**src/logic/md_pkg.sv**
```systemverilog
// shared types and widths for the multiply/divide unit; DATA_W is fixed at 32 for MIPS HI/LO
`default_nettype none

package md_pkg;

  // operand and HI/LO register width
  parameter int DATA_W = 32;

  // full product, split into HI and LO
  parameter int PROD_W = 2 * DATA_W;

  // multiplier operands after sign or zero extension
  parameter int EXT_W = DATA_W + 1;

  // operation presented with op_valid
  typedef enum logic [2:0] {
    op_mult  = 3'd0, // signed multiply
    op_multu = 3'd1, // unsigned multiply
    op_div   = 3'd2, // signed divide
    op_divu  = 3'd3, // unsigned divide
    op_mthi  = 3'd4, // write src_a into HI
    op_mtlo  = 3'd5  // write src_a into LO
  } md_op_e;

  // divider sequencing
  typedef enum logic [1:0] {
    idle   = 2'd0, // waiting for div_start
    run    = 2'd1, // counting out the latency
    finish = 2'd2  // div_done cycle
  } div_state_e;

endpackage

`default_nettype wire

```
**src/logic/hilo_regs.sv**
```systemverilog
// HI/LO pair; arithmetic commits take priority over a direct write on the same edge
`timescale 1ns/1ps
`default_nettype none

module hilo_regs (
  input  wire logic                       aclk,
  input  wire logic                       aresetn,
  input  wire logic                       mul_valid,
  input  wire logic [md_pkg::PROD_W-1:0]  mul_prod,
  input  wire logic                       div_done,
  input  wire logic [md_pkg::DATA_W-1:0]  div_quot,
  input  wire logic [md_pkg::DATA_W-1:0]  div_rem,
  input  wire logic                       wr_hi,
  input  wire logic                       wr_lo,
  input  wire logic [md_pkg::DATA_W-1:0]  wr_data,
  output logic [md_pkg::DATA_W-1:0]       hi,
  output logic [md_pkg::DATA_W-1:0]       lo,
  output logic                            done
);

  always_ff @(posedge aclk)
  begin
    if (!aresetn)
    begin
      hi   <= '0;
      lo   <= '0;
      done <= 1'b0;
    end
    else if (mul_valid)
    begin
      hi   <= mul_prod[md_pkg::PROD_W-1:md_pkg::DATA_W];
      lo   <= mul_prod[md_pkg::DATA_W-1:0];
      done <= 1'b1;
    end
    else if (div_done)
    begin
      hi   <= div_rem;
      lo   <= div_quot;
      done <= 1'b1;
    end
    else
    begin
      done <= 1'b0; // writes never pulse done
      if (wr_hi)
        hi <= wr_data;
      if (wr_lo)
        lo <= wr_data;
    end
  end

endmodule

`default_nettype wire

```
**config.mk**
```make
export PLATFORM = sky130hd
export DESIGN_NAME = hilo_regs
export DESIGN_NICKNAME = d
export VERILOG_FILES = /design/src/logic/md_pkg.sv /design/src/logic/hilo_regs.sv
export SDC_FILE = /design/constraint.sdc
export NUM_CORES = 1
export LEC_CHECK = 0
export ABC_AREA = 1
export BUFFER_PORTS_ARGS = -buffer_cell sky130_fd_sc_hd__buf_4
export CAP_MARGIN = 20
export CORE_ASPECT_RATIO = 1.2
export CORE_MARGIN = 3
export CORE_UTILIZATION = 48
export CTS_CLUSTER_DIAMETER = 30
export DETAILED_ROUTE_END_ITERATION = 8
export GPL_TIMING_DRIVEN = 0
export PLACE_DENSITY = 0.87
export SYNTH_ARGS = -nofsm -noshare
export SYNTH_HDL_FRONTEND = slang
export SYNTH_SLANG_ARGS = --single-unit
```
**constraint.sdc**
```tcl
create_clock -name aclk -period 1.36 [get_ports aclk]
set_input_delay 0.136 -clock aclk [delete_from_list [all_inputs] [get_ports aclk]]
set_output_delay 0.136 -clock aclk [all_outputs]
set_load 0.005 [all_outputs]
```
==> results.cfg <==
[floorplan]
core_area_um2 = 7840
num_rows = 35
die_y_um = 106
die_w_um = 88.9
initial_utilization = 0.505
ios = 231
dieArea_um2 = 9380

[power]
power_frac_comb = 0.289
intPower_mw = 3.63
swShare = 0.291
vdd_drop_max_uv = 475
p_leak_nw = 3.08
power_density_nw_per_um2 = 857
p_seq_frac = 0.422
switchingPower_mw = 1.49
clockPowerShare = 0.289

[clocking]
cts.htree.levels = 3
root_buffer = clkbuf_8
cts_tree = yes
cts_setup_buffers = 0
cts_buffer_depth = 2
worstSkewPairLatency_ns = 0.33
cts.sinks = 65
cts_buffers = 9
clkTransAtPathRegs_ns = 0.06
ctsResizeCount = 0
ctsHoldBuffers = 0

[critical_path]
max_stage_delay_ns = 0.37
regToRegSetupSlack_ns = 0.60
crit_buf_inv = 1
startpoint_type = flip-flop
cp.arrival_ns = 0.83
reg2regPathDepth = 3
crit_type = flip-flop to primary output
slowest_stage = dfxtp_1
worst-path-max-fanout = 2
critPathRequiredTime_ns = 1.22
rr_startpoint = lo[12]
critical-path-top-delay-family = flip-flops
r2r_end = lo[12]
end_kind = primary output
cp_cell_sequence = buf_4

[place]
gp_congestion = 0.895
place_hpwl_mm = 12.1
portBuffers = 229

[run_status]
outcome = completed

[synth]
synth_warnings = 0
synth_fp_nets = 770
synth_cell_types = 17
netlist_area_um2 = 3960
ys_ff_latch = 65
syn_inst = 604
synth-seq-area-share = 0.328
avgSynthCellArea_um2 = 6.56

[detailed_routing]
first_pass_iters = 5
ant_nets = 0
drtIter0Drc = 242
num_vias = 5012
vias_per_cell = 5.33
drc_errors = 0
drt_wl_total_mm = 15.4
wire_per_inst_um = 16.4

[final_layout]
nets = 1010
antenna_cells = 0
fin_util = 0.762
area_delta_synth_final_pct = 50.7
drive_above_1_share = 0.337
fillers = 655

[timing]
finalHoldViolCount = 0
drv_slew = 0
tightest_slew_ns = 0.495
relSlewSlack = 0.670
setup_viol = 0
period_needed_ns = 0.962
setup_tns_ns = 0
period_share = 0.707
fmax_mhz = 1040
rsz0062_at_grt = no
skew_ns = 0

[global_routing]
grt_max_degree = 11
grt_util_all_layers = 0.314
antenna_found_initial = 0
overflow = 0
grt_pass1_vias = 4691
grt_pass1_wl_mm = 23.0

[min_path]
min_path_type = primary input to flip-flop
min-delay-start = aresetn
worstHoldEndpoint = hi[25]
hold_path_depth = 3

[run]
max_cap_viol_count = 0
==> state kept, by name, summed over array words and instances (netlist names) <==
register and flops:
done 1, hi 32, lo 32
==> kinds of logic (layout without fill, tap and decap cells) <==
family / count (synthesis) / after routing / share of synthesized area
compound gates: 64 / 64 / 0.0809
buf+inv: 55 / 300 / 0.0707
flops: 65 / 65 / 0.328
simple gates: 420 / 420 / 0.520
==> synth_stat cells <==
cell type / number / area share
nand3_1: 64 / 0.081
inv_1: 4 / 0.0038
inv_2: 1 / 0.00095
clkbuf_1: 8 / 0.0076
a21oi_1: 64 / 0.081
nand2_1: 226 / 0.21
nor2_1: 1 / 0.00095
buf_4: 13 / 0.025
or2_2: 8 / 0.013
or2_0: 55 / 0.087
or2_1: 1 / 0.0016
dfxtp_1: 65 / 0.33
buf_2: 15 / 0.019
clkbuf_2: 5 / 0.0063
buf_1: 9 / 0.0085
nor2_2: 1 / 0.0016
nand3b_1: 64 / 0.12
==> stage by stage <==
stage          cells  setup WS (ns)  power [mW]  cell area (µm²)  hold WS [ns]
6_report         941          0.398        5.11             5970         0.128
3_3_place_gp     925          0.135        3.62             5800         0.464
2_1_floorplan    604          0.490        2.83             3960         0.383
5_1_grt          941          0.326        5.33             5970         0.133
3_5_place_dp     925          0.117        3.66             5800         0.467
4_1_cts          941          0.394        5.11             5970         0.116
==> routing by layer <==
metal,share of wire,vias up,GRT usage
met2,0.51,286,0.550
met3,0.087,39,0.0586
met5,0,-,0
met1,0.37,2242,0.375
met4,0.029,0,0.110
li1,-,2445,-
==> worst max path at each step <==
stage	from	endpoint	slack (ns)	depth (start not counted)
after detailed placement	div_done	lo[27]	0.12	7
after CTS	hi[30]	hi[30]	0.39	1
final	hi[30]	hi[30]	0.40	1
after global placement	mul_valid	hi[10]	0.13	7
after global routing	wr_hi	hi[8]	0.33	6
after floorplan	div_done	hi[27]	0.49	6
==> placed cells by master (no fill, tap or decap), drive strengths merged, types with 3 or more instances in the layout <==
| cell type | instances |
|---|---|
| nand3b | 64 |
| or2 | 64 |
| nand3 | 64 |
| buf | 266 |
| clkbuf | 26 |
| inv | 5 |
| dfxtp | 65 |
| nand2 | 226 |
| clkinv | 3 |
| a21oi | 64 |
==> power groups by stage <==
stage	sequential (mW)	clock, mW	combinational, mW
finish	2.16	1.48	1.48
global route	2.17	1.55	1.61
CTS	2.15	1.49	1.47
detailed placement	2.19	0	1.46
global placement	2.19	0	1.44
floorplan	2.19	0	0.639
==> tightest hold or removal path: stages <==
cell     delay [ns]
buf_2          0.16
nand2_1        0.08
a21oi_1        0.03
==> area by class of cell <==
cell class	instances	area [µm²]	area share
well taps	92	115	0.0193
multi-input cells	484	2380	0.399
plain buffers	50	262	0.0438
inverters	5	18.8	0.00314
repair buffers	229	1720	0.288
clock inverters	3	15.0	0.00252
flip-flops and latches	65	1300	0.218
clock buffers	13	159	0.0266
No activity file was read; power rests on OpenSTA's default activity.
