File: src/logic/md_pkg.sv
// shared types and widths for the multiply/divide unit; DATA_W is fixed at 32 for MIPS HI/LO
`default_nettype none

package md_pkg;

  // operand and HI/LO register width
  parameter int DATA_W = 32;

  // full product, split into HI and LO
  parameter int PROD_W = 2 * DATA_W;

  // multiplier operands after sign or zero extension
  parameter int EXT_W = DATA_W + 1;

  // operation presented with op_valid
  typedef enum logic [2:0] {
    op_mult  = 3'd0, // signed multiply
    op_multu = 3'd1, // unsigned multiply
    op_div   = 3'd2, // signed divide
    op_divu  = 3'd3, // unsigned divide
    op_mthi  = 3'd4, // write src_a into HI
    op_mtlo  = 3'd5  // write src_a into LO
  } md_op_e;

  // divider sequencing
  typedef enum logic [1:0] {
    idle   = 2'd0, // waiting for div_start
    run    = 2'd1, // counting out the latency
    finish = 2'd2  // div_done cycle
  } div_state_e;

endpackage

`default_nettype wire

File: src/logic/md_multiplier.sv
// pipelined 32x32 multiplier; MUL_LATENCY must be at least 2, mul_valid comes MUL_LATENCY-1 edges after issue
`timescale 1ns/1ps
`default_nettype none

module md_multiplier #(
  parameter int MUL_LATENCY = 3
) (
  input  wire logic                       aclk,
  input  wire logic                       aresetn,
  input  wire logic                       mul_start,
  input  wire logic                       mul_signed,
  input  wire logic [md_pkg::DATA_W-1:0]  op_a,
  input  wire logic [md_pkg::DATA_W-1:0]  op_b,
  output logic                            mul_valid,
  output logic [md_pkg::PROD_W-1:0]       mul_prod
);

  // operand register plus product stages, last stage feeds the HI/LO commit
  localparam int STAGES = MUL_LATENCY - 1;

  logic signed [md_pkg::EXT_W-1:0]  a_q;
  logic signed [md_pkg::EXT_W-1:0]  b_q;
  logic                             op_vld_q;
  logic signed [md_pkg::PROD_W-1:0] prod_full;
  logic [md_pkg::PROD_W-1:0]        prod_q [STAGES];
  logic [STAGES-1:0]                vld_q;

  // extend to 33 bits so one signed multiply serves both modes
  always_ff @(posedge aclk)
  begin
    a_q <= {mul_signed & op_a[md_pkg::DATA_W-1], op_a};
    b_q <= {mul_signed & op_b[md_pkg::DATA_W-1], op_b};
  end

  assign prod_full = a_q * b_q; // low 64 bits are exact for both modes

  always_ff @(posedge aclk)
  begin
    prod_q[0] <= prod_full;
    for (int i = 1; i < STAGES; i++)
    begin
      prod_q[i] <= prod_q[i-1];
    end
  end

  always_ff @(posedge aclk)
  begin
    if (!aresetn)
    begin
      op_vld_q <= 1'b0;
      vld_q    <= '0;
    end
    else
    begin
      op_vld_q <= mul_start;
      vld_q[0] <= op_vld_q;
      for (int i = 1; i < STAGES; i++)
      begin
        vld_q[i] <= vld_q[i-1];
      end
    end
  end

  assign mul_valid = vld_q[STAGES-1];
  assign mul_prod  = prod_q[STAGES-1];

endmodule

`default_nettype wire

File: config.mk
export PLATFORM = sky130hd
export DESIGN_NAME = md_multiplier
export DESIGN_NICKNAME = d
export VERILOG_FILES = /design/src/logic/md_pkg.sv /design/src/logic/md_multiplier.sv
export SDC_FILE = /design/constraint.sdc
export NUM_CORES = 2
export LEC_CHECK = 0
export ABC_CLOCK_PERIOD_IN_PS = 20900
export BUFFER_PORTS_ARGS = -buffer_cell sky130_fd_sc_hd__buf_2
export CAP_MARGIN = 20
export CORE_UTILIZATION = 50
export CTS_CLUSTER_SIZE = 28
export DETAILED_ROUTE_END_ITERATION = 10
export GPL_ROUTABILITY_DRIVEN = 0
export PLACE_DENSITY = 0.74
export SLEW_MARGIN = 20
export SYNTH_ARGS = -nofsm -noshare
export SYNTH_HDL_FRONTEND = slang
export SYNTH_SLANG_ARGS = --single-unit
File: constraint.sdc
create_clock -name aclk -period 20.9 [get_ports aclk]
set_clock_uncertainty 0.1 [all_clocks]
set_input_delay 1.045 -clock aclk [delete_from_list [all_inputs] [get_ports aclk]]
set_output_delay 1.045 -clock aclk [all_outputs]
set_load 0.01 [all_outputs]
==> metrics.md <==
| Metric | Value |
|---|---|
| Global-route wire length before repair | 176000 µm |
| Vias/cell | 5.29 |
| Filler cells | 7427 |
| Syn nets | 5761 |
| Via count of the routed design | 28800 |
| Crit path buf inv count | 6 |
| H-tree Lvls | 4 |
| Most frequent cells in the layout | fa_1 (1125), inv_1 (1076), and2_1 (554) |
| Top-area cell type share of the netlist area | 52.9% |
| Slew at the pin with the worst max-slew slack | 1.09 ns |
| Commonest non-fill, non-tap cell in the layout | fa_1 |
| Tcrit/Tclk final | 43.6% |
| Overall Global Routing Usage | 27.2% |
| Post-synthesis cell type count | 62 |
| Hold Crit Start | prod_q[0][47]$_DFF_P_ |
| Peak per-stage delay on the critical path | 0.92 ns |
| CP Data Arrival Time | 9.44 ns |
| Sequential cell area fraction in the yosys report | 9.27% |
| Top cells by area, synth | fa_1 (53%), inv_1 (9.5%), dfxtp_1 (9.3%) |
| Core area | 84000 µm² |
| Delay-heaviest family, CP | adder cells |
| Starting Density | 50.7% |
| GR Overflow Total | 0 |
| Mapped cell area | 42600 µm² |
| RR Startpoint | a_q[32]$_DFF_P_ |
| Crit-path slowest cell | fa_1 |
| Cts repair resizes | 0 |
| CTS tree | built |
| Endpoint class of the critical path | flop |
| Routed Antenna Nets | 0 |
| NumNets Final | 5694 |
| Ys flop type | dfxtp_1 |
| RSZ-0062 raised after global routing | false |
| Synth Area per Inst | 9.77 µm² |
| Startpoint types | flop |
| Input/output buffers | 132 |
| Final setup fails | 0 |
| R2R setup slack | 11.78 ns |
| Area Growth Syn to Fin | 4.40% |
| Final hold viol count | 0 |
| Full die area | 86300 µm² |
| Post-synth EDFFs | 0 |
| Clock buffer depth | 2 |
| Top-Level Pins | 133 |
| Layout cell share with drive strength beyond 1 | 6.32% |
| Largest net degree at the start of global routing | 35 |
| Most frequent CP cell | fa_1 |
| Total Wirelength | 109000 µm |
| Initial DRC count | 1995 |
| Run status | completed |
| Sequence of cells on the critical path | buf_4 -> nand2_1 -> inv_1 -> fa_1 -> fa_1 -> fa_1 -> inv_1 -> fa_1 -> inv_1 -> fa_1 -> fa_1 -> fa_1 -> inv_1 -> fa_1 -> inv_1 -> ha_1 -> and3_1 -> nand2_1 -> nor4_1 -> nor2b_1 -> a32oi_1 -> nand3b_1 -> a41oi_1 -> o311a_1 |
| Worst Hold Path EP | prod_q[0][111]$_DFF_P_ |
| Remaining DRCs | 0 |
| Skew-Pair Late Insertion Delay | 0.54 ns |
| Hold buffer count at CTS | 0 |
| Syn. warnings | 0 |
| Root Buffer Master | clkbuf_16 |
| Relative slew slack | 26.7% |
| CP Class | reg2reg |
| Cells after synthesis | 4356 |
| Num CTS Buffers | 17 |
| Multi-input gate area | 33300 µm² |
| Post-layout util | 52.9% |
| Critical-path maximum fanout | 32 |
| Final Max Slew Viols | 0 |
| Setup_tns | 0 ns |
| Reg2Reg Capture Point | prod_q[0][63]$_DFF_P_ |
| Hold Crit Class | reg2reg |
| Req. time, crit path | 21.22 ns |
| Drt wl/cell | 20.1 µm |
| Worst R2R Path Depth | 24 |
| Die Y | 294 µm |
| Ys async rst share | 0% |
| Maximum clock rate | 110 MHz |
| Post-synthesis register bit count | 197 |
| Detail Placement HPWL | 84400 µm |
| Postcts setup bufs | 0 |
| FF/Latch Area | 3980 µm² |
| Minimum clock period | 9.12 ns |
| Synth area leader | fa_1 |
| Vias in the first global route | 32200 |
| Drt first pass iters | 6 |
| Hold Path Depth | 0 |
| Clk pin slew, worst setup/hold paths | 0.09 ns |
| Maxcap violations | 0 |
| Cell Rows | 106 |
| Initial antenna violation count | 3 |
| Clock Sinks | 197 |
| Die W | 294 µm |
==> routing by layer <==
metal	GRT usage [%]	routed length [µm]	vias to the layer above
met3	5.66	8960	392
met4	17.7	8300	0
li1	-	-	12200
met1	31.2	37800	15000
met5	0	0	-
met2	46.3	54100	1263
==> worst register-to-register path: stages (launching register included) <==
cell and delay (ns):
dfxtp_1 0.32, buf_4 0.36, nand2_1 0.18, inv_1 0.15, fa_1 0.49, fa_1 0.57
fa_1 0.92, inv_1 0.30, fa_1 0.85, inv_1 0.37, fa_1 0.55, fa_1 0.50
fa_1 0.50, inv_1 0.05, fa_1 0.47, inv_1 0.04, ha_1 0.43, and3_1 0.25
nand2_1 0.09, nor4_1 0.35, nor2b_1 0.18, a32oi_1 0.12, nand3b_1 0.22, a41oi_1 0.25
o311a_1 0.41
==> worst max path at each step <==
stage | depth (start not counted) | startpoint | end
after floorplan | 24 | b_q[1]$_DFF_P_ | prod_q[0][63]$_DFF_P_
after detailed placement | 24 | a_q[32]$_DFF_P_ | prod_q[0][63]$_DFF_P_
after global routing | 24 | a_q[32]$_DFF_P_ | prod_q[0][63]$_DFF_P_
after global placement | 24 | a_q[32]$_DFF_P_ | prod_q[0][63]$_DFF_P_
final | 24 | a_q[32]$_DFF_P_ | prod_q[0][63]$_DFF_P_
after CTS | 24 | a_q[32]$_DFF_P_ | prod_q[0][63]$_DFF_P_
==> state kept, by name (all words and copies together), names as in the netlist <==
register	cells
a_q	33
b_q	33
op_vld_q	1
prod_q	128
vld_q	2
==> layout make-up <==
| cell class | count | area share [%] |
|---|---|---|
| Multi-Input combinational cell | 2807 | 74.9 |
| Inverter | 1076 | 9.09 |
| Sequential cell | 197 | 8.96 |
| Tap cell | 1134 | 3.19 |
| Timing Repair Buffer | 190 | 2.47 |
| Clock buffer | 18 | 0.989 |
| Clock inverter | 14 | 0.417 |
| Antenna cell | 2 | 0.0113 |
==> kinds of logic (layout without fill, tap and decap cells) <==
logic type / count (synthesis) / after routing / share of synthesized area, %
and+or+nand+nor: 1214 / 1214 / 14.5
xor gates and xnor gates: 76 / 76 / 1.56
AOI/OAI and AO/OA: 178 / 178 / 2.88
DFF: 197 / 197 / 9.27
buffers and inverters: 1352 / 1298 / 12.6
other: 0 / 2 / 0
adders and majority gates: 1337 / 1337 / 59.2
muxes: 2 / 2 / 0.0470
==> Yosys cell counts (12+ instances only) <==
master,count
nor2_1,23
nand2_1,540
nor2b_1,34
fa_1,1125
xor2_1,23
inv_1,1076
and2_1,554
o21ai_0,31
nand2b_1,12
buf_4,66
a21o_1,35
nand3_1,13
clkbuf_1,205
xnor2_1,53
dfxtp_1,197
ha_1,212
a21oi_1,50
==> metrics by stage <==
step                      std cells  cell area, µm²  hold WS (ns)  worst slack, ns
after floorplan                4356           42600         0.210            12.95
after global placement         5404           43800         0.210            12.00
after detailed placement       5404           43800         0.212            11.88
after CTS                      5436           44400         0.230            11.79
after global routing           5436           44400         0.234            11.33
final                          5438           44400         0.222            11.78
Power is not shown: default switching activity piles up to over one toggle a cycle in this logic, so the estimate is an artifact.
