==> src/logic/md_pkg.sv <==
// shared types and widths for the multiply/divide unit; DATA_W is fixed at 32 for MIPS HI/LO
`default_nettype none

package md_pkg;

  // operand and HI/LO register width
  parameter int DATA_W = 32;

  // full product, split into HI and LO
  parameter int PROD_W = 2 * DATA_W;

  // multiplier operands after sign or zero extension
  parameter int EXT_W = DATA_W + 1;

  // operation presented with op_valid
  typedef enum logic [2:0] {
    op_mult  = 3'd0, // signed multiply
    op_multu = 3'd1, // unsigned multiply
    op_div   = 3'd2, // signed divide
    op_divu  = 3'd3, // unsigned divide
    op_mthi  = 3'd4, // write src_a into HI
    op_mtlo  = 3'd5  // write src_a into LO
  } md_op_e;

  // divider sequencing
  typedef enum logic [1:0] {
    idle   = 2'd0, // waiting for div_start
    run    = 2'd1, // counting out the latency
    finish = 2'd2  // div_done cycle
  } div_state_e;

endpackage

`default_nettype wire

==> src/logic/md_issue_ctrl.sv <==
// issue decode for the md unit; ops are dropped while the divider is busy, unknown op codes too
`timescale 1ns/1ps
`default_nettype none

module md_issue_ctrl (
  input  wire logic                       aclk,
  input  wire logic                       aresetn,
  input  wire logic                       op_valid,
  input  wire md_pkg::md_op_e             op,
  input  wire logic [md_pkg::DATA_W-1:0]  src_a,
  input  wire logic [md_pkg::DATA_W-1:0]  src_b,
  input  wire logic                       div_busy,
  output logic                            mul_start,
  output logic                            mul_signed,
  output logic                            div_start,
  output logic                            div_signed,
  output logic [md_pkg::DATA_W-1:0]       op_a,
  output logic [md_pkg::DATA_W-1:0]       op_b,
  output logic                            wr_hi,
  output logic                            wr_lo,
  output logic [md_pkg::DATA_W-1:0]       wr_data,
  output logic                            busy
);

  logic accept;
  logic hi_sel; // direct write to HI this cycle
  logic lo_sel;

  assign accept = op_valid & ~div_busy; // issuer must hold off while busy
  assign op_a   = src_a;
  assign op_b   = src_b;
  assign busy   = div_busy; // only the divider blocks issue

  always_comb
  begin
    mul_start  = 1'b0;
    mul_signed = 1'b0;
    div_start  = 1'b0;
    div_signed = 1'b0;
    hi_sel     = 1'b0;
    lo_sel     = 1'b0;
    if (accept)
    begin
      case (op)
        md_pkg::op_mult:
        begin
          mul_start  = 1'b1;
          mul_signed = 1'b1;
        end
        md_pkg::op_multu: mul_start = 1'b1;
        md_pkg::op_div:
        begin
          div_start  = 1'b1;
          div_signed = 1'b1;
        end
        md_pkg::op_divu: div_start = 1'b1;
        md_pkg::op_mthi: hi_sel    = 1'b1;
        md_pkg::op_mtlo: lo_sel    = 1'b1;
        default: ; // unknown op, nothing starts
      endcase
    end
  end

  // one-cycle path for HI/LO writes
  always_ff @(posedge aclk)
  begin
    if (!aresetn)
    begin
      wr_hi <= 1'b0;
      wr_lo <= 1'b0;
    end
    else
    begin
      wr_hi <= hi_sel;
      wr_lo <= lo_sel;
    end
  end

  always_ff @(posedge aclk)
  begin
    if (hi_sel || lo_sel)
      wr_data <= src_a;
  end

endmodule

`default_nettype wire

==> config.mk <==
export PLATFORM = sky130hd
export DESIGN_NAME = md_issue_ctrl
export DESIGN_NICKNAME = d
export VERILOG_FILES = /design/src/logic/md_pkg.sv /design/src/logic/md_issue_ctrl.sv
export SDC_FILE = /design/constraint.sdc
export NUM_CORES = 1
export LEC_CHECK = 0
export BUFFER_PORTS_ARGS = -buffer_cell sky130_fd_sc_hd__buf_2
export CAP_MARGIN = 20
export CELL_PAD_IN_SITES_DETAIL_PLACEMENT = 0
export CELL_PAD_IN_SITES_GLOBAL_PLACEMENT = 1
export CORE_MARGIN = 2
export CORE_UTILIZATION = 21
export DETAILED_ROUTE_END_ITERATION = 6
export PLACE_DENSITY = 0.8
export SLEW_MARGIN = 40
export SYNTH_ARGS = -nofsm -noshare
export SYNTH_HDL_FRONTEND = slang
export SYNTH_SLANG_ARGS = --single-unit
export TNS_END_PERCENT = 50
==> constraint.sdc <==
create_clock -name aclk -period 3.6 [get_ports aclk]
set_input_delay 0.72 -clock aclk [delete_from_list [all_inputs] [get_ports aclk]]
set_output_delay 0.72 -clock aclk [all_outputs]
set_load 0.03 [all_outputs]
==> out/results.ini, run 1 <==
[global_route]
gr-total-overflow=0
grt_pass1_wl_microns=4340
grt_max_degree=21
grt_antenna_before_repair=0
grt_usage=0.0727
first_global_vias=818

[power_and_ir_drop]
ir_drop_v=0.000107
p_int_w=0.000613
p_leak_nw=0.816
seqPwrFrac=0.539
power_switching_w=0.000216
power_density_nw_per_um2=450
comb_power_share=0.159
clkPwrFrac=0.301
swShare=0.260

[timing]
worstMarginPinSlew_ns=0.637
slew_viol_final=0
max_slew_margin=0.575
finalSetupTns_ns=0
period_needed_ns=2.20
grt_setup_unrepaired=no
period_share=0.611
hold_viol_final=0
finalSetupViolCount=0
fmax_mhz=455

[logic_synthesis]
syn_nets=179
synth.avg_cell_area_sq_um=14.5
yosys_warnings=0
netlist.area_leader.share=0.614
yosys_register_bits=34
synthTopCellsByArea=edfxtp_1 61%, buf_4 31%, dfxtp_1 2.6%
syn_area_sq_um=1560
synth.distinct_cells=10
yosysSeqAreaShare=0.640
synthCells=108
yosysTopAreaCell=edfxtp_1

[cells_and_area]
diodes=0
multiInputGateArea_sq_um=86.3
final_common_cell=buf_2
fin_cells=259
register_area_sq_um=1000
n_fill_cell=773
area_growth_pct=17.8
final_cell_mix=109 x buf_2, 32 x edfxtp_1, 5 x clkbuf_8
finalNetCount=231
drive_gt1_frac=0.750

[clock_network]
cts_sinks=34
htreeDepth=2
cts-resized-gates=0
cts_tree=done
path_clk_slew_ns=0.07
root_buffer=clkbuf_8
cts.hold.buffers_added=0
ctsLongestPathBuffers=2
postCtsSetupRepairBufs=0
cts_buffers=5

[critical_path]
cpPeakStageDelay_ns=0.25
critPathMostFrequentCell=buf_2
cp_data_required_time_ns=2.88
arrival_ns=1.48
critPathKind=in -> out
crit_fanout=5
end_kind=primary output
crit_chain=buf_2 > nand2b_4 > nor4b_1 > buf_2
cp-start-kind=primary input
cp_slowest_cell=buf_2

[floorplanning]
fp.dieArea_sq_um=8150
die_w_microns=90.3
placementRows=31
top_level_ports=174
initial_core_util=0.217
die_h_microns=90.3
coreArea_sq_um=7210

[route]
drt_iter0_drc=40
post-route-drc-count=0
vias=888
wl_met1_microns=1070
wl_per_cell_microns=11.3
wl_met2_microns=1360
avgViaCountPerCell=3.43
dr.max_layer_used=met4
met3_length_microns=381
finalWirelength_microns=2920
ant_nets=0
dr.pass1.iters=4

[run]
drv_cap=0

[run_status]
status=complete, no violations

[placement]
post-dp-hpwl_microns=2430
io_buffer_count=109
dp.cells=252
gp_congestion=0.615

[worst_hold_path]
hold_class=in -> reg

[cells in the mapped netlist]
| cell type | number |
|---|---|
| buf_4 | 65 |
| dfxtp_1 | 2 |
| edfxtp_1 | 32 |
| nand2b_4 | 1 |
| nand4b_1 | 1 |
| nor3_1 | 2 |
| nor3b_1 | 2 |
| nor3b_2 | 1 |
| nor4_1 | 1 |
| nor4b_1 | 1 |
[state kept, by name, summed over array words and instances, names as in the netlist]
signal	flops
wr_data	32
wr_hi	1
wr_lo	1
[cell type report]
| class | instances | share of cell area |
|---|---|---|
| flip-flops and latches | 34 | 0.543 |
| well taps | 99 | 0.0672 |
| repair buffers | 110 | 0.300 |
| multi-input cells | 9 | 0.0468 |
| clock inverters | 2 | 0.00543 |
| clock buffers | 5 | 0.0373 |
[power by group through the flow]
stage / Combinational [W] / Sequential (W) / Clock (W)
5_1_grt: 0.000140 / 0.000448 / 0.000278
2_1_floorplan: 0.000143 / 0.000480 / 0
6_report: 0.000132 / 0.000447 / 0.000250
3_3_place_gp: 0.000133 / 0.000455 / 0
4_1_cts: 0.000134 / 0.000447 / 0.000263
3_5_place_dp: 0.000134 / 0.000456 / 0
[stage by stage]
stage	util	total power, W	setup slack [ns]	area (sq um)	hold slack [ns]
finish	0.255	0.000829	1.40	1840	0.623
global route	0.255	0.000866	1.31	1840	0.600
CTS	0.255	0.000845	1.36	1840	0.611
detailed placement	0.245	0.000590	1.25	1760	0.910
global placement	0.245	0.000588	1.31	1760	0.910
floorplan	-	0.000623	0.986	1570	0.791
[final timing paths]
check	from	end	slack (ns)	depth (start not counted)
min	src_a[31]	wr_data[31]$_DFFE_PP_	0.62	1
max	div_busy	div_signed	1.40	4
[routing by layer]
layer	GRT usage	vias to the layer above
met4	0.0487	0
met3	0.0376	11
met2	0.113	84
met5	0	-
li1	-	406
met1	0.0771	387
[worst max-delay path, delay by kind of cell]
| family | cells | cell delay (ns) |
|---|---|---|
| buffers and inverters | 2 | 0.36 |
| AND/OR/NAND/NOR | 2 | 0.40 |
[logic make-up (layout without fill, tap and decap cells)]
group / after synthesis / in the layout / share of synthesized area
AND/OR/NAND/NOR: 9 / 9 / 0.0480
buffers and inverters: 65 / 117 / 0.312
flip-flops: 34 / 34 / 0.640
Note: power is estimated with default switching activity, not from simulation.
==> inputs of run 2 (changes only) <==
==> constraint.sdc (replaced) <==
create_clock -name aclk -period 1.8 [get_ports aclk]
set_input_delay 0.36 -clock aclk [delete_from_list [all_inputs] [get_ports aclk]]
set_output_delay 0.36 -clock aclk [all_outputs]
set_load 0.03 [all_outputs]
==> out/results.ini, run 2 (synthesis gave the netlist of run 1 again) <==
[clock_network]
cts-resized-gates=0  ; unchanged
cts_tree=done  ; unchanged
postCtsSetupRepairBufs=0  ; unchanged
ctsLongestPathBuffers=2  ; unchanged
cts_sinks=34  ; unchanged
cts_buffers=5  ; unchanged
root_buffer=clkbuf_8  ; unchanged
path_clk_slew_ns=0.06  ; was 0.07 ns
cts.hold.buffers_added=0  ; unchanged
htreeDepth=2  ; unchanged

[timing]
slew_viol_final=0  ; unchanged
max_slew_margin=0.866  ; was 0.575
fmax_mhz=696
setup_ws_ns=0.362  ; was 1.40 ns
period_needed_ns=1.44
period_share=0.799
grt_setup_unrepaired=no  ; unchanged
hold_viol_final=0  ; unchanged
finalSetupViolCount=0  ; unchanged
worstMarginPinSlew_ns=0.199  ; was 0.637 ns
hold_ws_ns=0.270  ; was 0.623 ns

[critical_path]
cp-endpoint=div_signed  ; unchanged
critPathKind=in -> out  ; unchanged
crit_fanout=5  ; unchanged
cp_data_required_time_ns=1.44  ; was 2.88 ns
cp-start-kind=primary input  ; unchanged
end_kind=primary output  ; unchanged
startpoint=div_busy  ; unchanged
arrival_ns=1.08  ; was 1.48 ns

[floorplanning]
die_w_microns=90.3  ; unchanged
coreArea_sq_um=7210  ; unchanged
top_level_ports=174  ; unchanged
initial_core_util=0.217  ; unchanged
placementRows=31  ; unchanged
die_h_microns=90.3  ; unchanged
fp.dieArea_sq_um=8150  ; unchanged

[global_route]
grt_antenna_before_repair=0  ; unchanged
grtUsageMet3=0.0342  ; was 0.0376
grt_usage=0.0691  ; was 0.0727
grt.met1_usage=0.0779  ; was 0.0771
grt_max_degree=33  ; was 21
use_met2=0.105  ; was 0.113
grt_pass1_wl_microns=4140  ; was 4340 microns
busiest_layer=met2  ; unchanged
gr-total-overflow=0  ; unchanged
first_global_vias=787  ; was 818

[power_and_ir_drop]
seqPwrFrac=0.540  ; was 0.539
power_density_nw_per_um2=890  ; was 450 nW/um^2
p_leak_nw=0.820  ; was 0.816 nW
swShare=0.259  ; was 0.260
comb_power_share=0.159  ; about the same
clkPwrFrac=0.301  ; about the same
power_switching_w=0.000430  ; was 0.000216 W
ir_drop_v=0.000196  ; was 0.000107 V
p_int_w=0.00123  ; was 0.000613 W

[route]
finalWirelength_microns=2760  ; was 2920 microns
drt_iter0_drc=34  ; was 40
post-route-drc-count=0  ; unchanged
vias=884  ; was 888
wl_per_cell_microns=10.7  ; was 11.3 microns
dr.pass1.iters=4  ; unchanged
avgViaCountPerCell=3.41  ; was 3.43
ant_nets=0  ; unchanged

[cells_and_area]
final_common_cell=buf_2  ; unchanged
drive_gt1_frac=0.756  ; was 0.750
n_fill_cell=752  ; was 773
finalNetCount=231  ; unchanged
area_growth_pct=19.0  ; was 17.8%
largest_register=wr_data  ; unchanged
largest_reg_flops=32  ; unchanged
diodes=0  ; unchanged
design_area_sq_um=1860  ; was 1840 sq um
reg_top3=wr_data x32, wr_hi x1, wr_lo x1  ; unchanged
final_cell_mix=109 x buf_2, 32 x edfxtp_1, 5 x clkbuf_8  ; unchanged

[placement]
gp_congestion=0.634  ; was 0.615
io_buffer_count=109  ; unchanged
placed_area_sq_um=1780  ; was 1760 sq um
post-place-ws_ns=0.355  ; was 1.25 ns

[worst_hold_path]
hold_class=in -> reg  ; unchanged

[run]
drv_cap=0  ; unchanged

[run_status]
status=complete, no violations  ; unchanged

[run 2: changes by cell type in the layout (fill, tap and decap cells not counted)]
cell,before,now
buf_4,1,0
buf_12,0,1
nor4b_1,1,0
nor4b_2,0,1
[run 2: worst min-delay path by stage]
stage,startpoint,to,slack (ns),depth (start not counted)
floorplan,op[1],wr_lo$_SDFF_PN0_,0.43,1
global placement,src_a[5],wr_data[5]$_DFFE_PP_,0.55,1
detailed placement,src_a[20],wr_data[20]$_DFFE_PP_,0.55,1
CTS,src_a[14],wr_data[14]$_DFFE_PP_,0.25,1
global route,src_a[20],wr_data[20]$_DFFE_PP_,0.25,1
finish,src_a[14],wr_data[14]$_DFFE_PP_,0.27,1
[run 2: routing by layer]
| layer | routed length, microns | up-vias |
|---|---|---|
| met5 | 0 | - |
| met3 | 397 | 4 |
| met4 | 45 | 0 |
| li1 | - | 408 |
| met2 | 1260 | 83 |
| met1 | 1060 | 389 |
[run 2: area by class of cell]
type                       count  area (sq um)  share of cell area
clock buffer                   5          68.8              0.0370
clock inverter                 2          10.0             0.00538
multi-input combinational      9          92.6              0.0497
sequential                    34          1000               0.538
tap                           99           124              0.0665
timing repair buffer         110           566               0.304
[run 2: critical path: stages]
cell,delay [ns]
buf_2,0.11
nand2b_4,0.16
nor4b_2,0.21
buf_2,0.23
[run 2: power groups by stage]
stage / Sequential, W / Combinational (W) / Clock [W]
2_1_floorplan: 0.000960 / 0.000288 / 0
3_3_place_gp: 0.000911 / 0.000266 / 0
3_5_place_dp: 0.000912 / 0.000268 / 0
4_1_cts: 0.000894 / 0.000269 / 0.000539
5_1_grt: 0.000897 / 0.000280 / 0.000570
6_report: 0.000894 / 0.000264 / 0.000499
[run 2: stage by stage]
stage | utilization | total power (W) | TNS [ns] | instances
floorplan | - | 0.00125 | -0.118 | 108
global placement | 0.247 | 0.00118 | 0 | 252
detailed placement | 0.247 | 0.00118 | 0 | 252
CTS | 0.258 | 0.00170 | 0 | 259
global route | 0.258 | 0.00175 | 0 | 259
finish | 0.258 | 0.00166 | 0 | 259
==> inputs of run 3 (changes only) <==
--- a/config.mk
+++ b/config.mk
@@ -10,9 +10,9 @@
 export CELL_PAD_IN_SITES_DETAIL_PLACEMENT = 0
 export CELL_PAD_IN_SITES_GLOBAL_PLACEMENT = 1
 export CORE_MARGIN = 2
-export CORE_UTILIZATION = 21
+export CORE_UTILIZATION = 23
 export DETAILED_ROUTE_END_ITERATION = 6
-export PLACE_DENSITY = 0.8
+export PLACE_DENSITY = 0.83
 export SLEW_MARGIN = 40
 export SYNTH_ARGS = -nofsm -noshare
 export SYNTH_HDL_FRONTEND = slang
==> constraint.sdc (replaced) <==
create_clock -name aclk -period 1.4 [get_ports aclk]
set_input_delay 0.28 -clock aclk [delete_from_list [all_inputs] [get_ports aclk]]
set_output_delay 0.28 -clock aclk [all_outputs]
set_load 0.03 [all_outputs]
==> out/results.ini, run 3 (synthesis gave the netlist of run 1 again) <==
[placement]
placed_area_sq_um=1760  ; was 1780 sq um
post-place-ws_ns=0.0715  ; was 0.355 ns
dp.cells=233  ; was 252
gp_congestion=0.638  ; was 0.634
io_buffer_count=109  ; unchanged
post-dp-hpwl_microns=2280

[route]
ant_nets=0  ; unchanged
wl_met1_microns=1040  ; was 1060 microns
avgViaCountPerCell=3.61  ; was 3.41
wl_met2_microns=1270  ; was 1260 microns
dr.max_layer_used=met4  ; unchanged
vias=866  ; was 884
dr.pass1.iters=2  ; was 4
wl_per_cell_microns=11.6  ; was 10.7 microns
finalWirelength_microns=2790  ; was 2760 microns
drt_iter0_drc=12  ; was 34
post-route-drc-count=0  ; unchanged
met3_length_microns=417  ; was 397 microns

[run]
drv_cap=0  ; unchanged

[power_and_ir_drop]
ir_drop_v=0.000293  ; was 0.000196 V
power_density_nw_per_um2=1240  ; was 890 nW/um^2
p_leak_nw=0.828  ; was 0.820 nW
power_w=0.00231  ; was 0.00166 W

[clock_network]
cts_tree=done  ; unchanged
root_buffer=clkbuf_8  ; unchanged
htreeDepth=2  ; unchanged
cts.hold.buffers_added=0  ; unchanged
cts-resized-gates=0  ; unchanged
cts_sinks=34  ; unchanged
ctsLongestPathBuffers=2  ; unchanged
postCtsSetupRepairBufs=0  ; unchanged
cts_buffers=5  ; unchanged
path_clk_slew_ns=0.06  ; about the same

[timing]
slew_viol_final=0  ; unchanged
grt_setup_unrepaired=no  ; unchanged
setup_ws_ns=0.126  ; was 0.362 ns
worstMarginPinSlew_ns=0.199  ; about the same
period_share=0.910
fmax_mhz=785
finalSetupViolCount=0  ; unchanged
hold_viol_final=0  ; unchanged
period_needed_ns=1.27
max_slew_margin=0.866  ; about the same
hold_ws_ns=0.190  ; was 0.270 ns

[cells_and_area]
area_growth_pct=19.0  ; unchanged
finalNetCount=231  ; unchanged
largest_reg_flops=32  ; unchanged
design_area_sq_um=1860  ; unchanged
final_common_cell=buf_2  ; unchanged
diodes=0  ; unchanged
final_cell_mix=109 x buf_2, 32 x edfxtp_1, 5 x clkbuf_8, 2 x nor3_1, 2 x dfxtp_1  ; was 109 x buf_2, 32 x edfxtp_1, 5 x clkbuf_8
largest_register=wr_data  ; unchanged
fin_cells=240  ; was 259
reg_top3=wr_data x32, wr_hi x1, wr_lo x1  ; unchanged
drive_gt1_frac=0.750  ; was 0.756

[floorplanning]
coreArea_sq_um=6680  ; was 7210 sq um
fp.dieArea_sq_um=7480  ; was 8150 sq um
placementRows=30  ; was 31
die_h_microns=86.5  ; was 90.3 microns
top_level_ports=174  ; unchanged
initial_core_util=0.234  ; was 0.217
die_w_microns=86.5  ; was 90.3 microns

[worst_hold_path]
hold_class=in -> reg  ; unchanged
hold_depth=1  ; unchanged

[global_route]
grt_usage=0.0660  ; was 0.0691
grt_pass1_wl_microns=3470  ; was 4140 microns
grt_antenna_before_repair=0  ; unchanged
first_global_vias=674  ; was 787
grt_max_degree=33  ; unchanged
gr-total-overflow=0  ; unchanged

[critical_path]
arrival_ns=0.99  ; was 1.08 ns
critPathKind=in -> out  ; unchanged
end_kind=primary output  ; unchanged
cp-start-kind=primary input  ; unchanged
crit_fanout=5  ; unchanged
cp_data_required_time_ns=1.12  ; was 1.44 ns

[run_status]
status=complete, no violations  ; unchanged

run 3: report_power, final:
group	total, W	switching [W]	internal, W
registers	0.00115	0.00000532	0.00114
clock network	0.000815	0.000302	0.000513
logic	0.000341	0.000239	0.000102
run 3: through the flow:
stage | setup TNS [ns] | utilization
6_report | 0 | 0.279
3_3_place_gp | 0 | 0.263
2_1_floorplan | -10.63 | -
4_1_cts | 0 | 0.279
5_1_grt | 0 | 0.279
3_5_place_dp | 0 | 0.263
run 3: layout make-up:
class,instances,area (sq um)
clock buffer,5,68.8
clock inverter,2,33.8
timing repair buffer,110,566
multi-input combinational,9,92.6
tap,80,100
sequential,34,1000
fill,689,4820
run 3: worst paths after layout:
| check | endpoint | slack, ns | from |
|---|---|---|---|
| worst max-delay path | div_signed | 0.13 | div_busy |
| worst min-delay path | wr_data[19]$_DFFE_PP_ | 0.19 | src_a[19] |
run 3: critical path: stages:
cell and delay [ns]:
buf_2 0.11, nand2b_4 0.17, nor4b_2 0.21, buf_2 0.23
run 3: layer usage:
layer,GRT usage,vias up
met1,0.0747,374
li1,-,405
met5,0,-
met2,0.0965,81
met3,0.0295,6
met4,0.0511,0
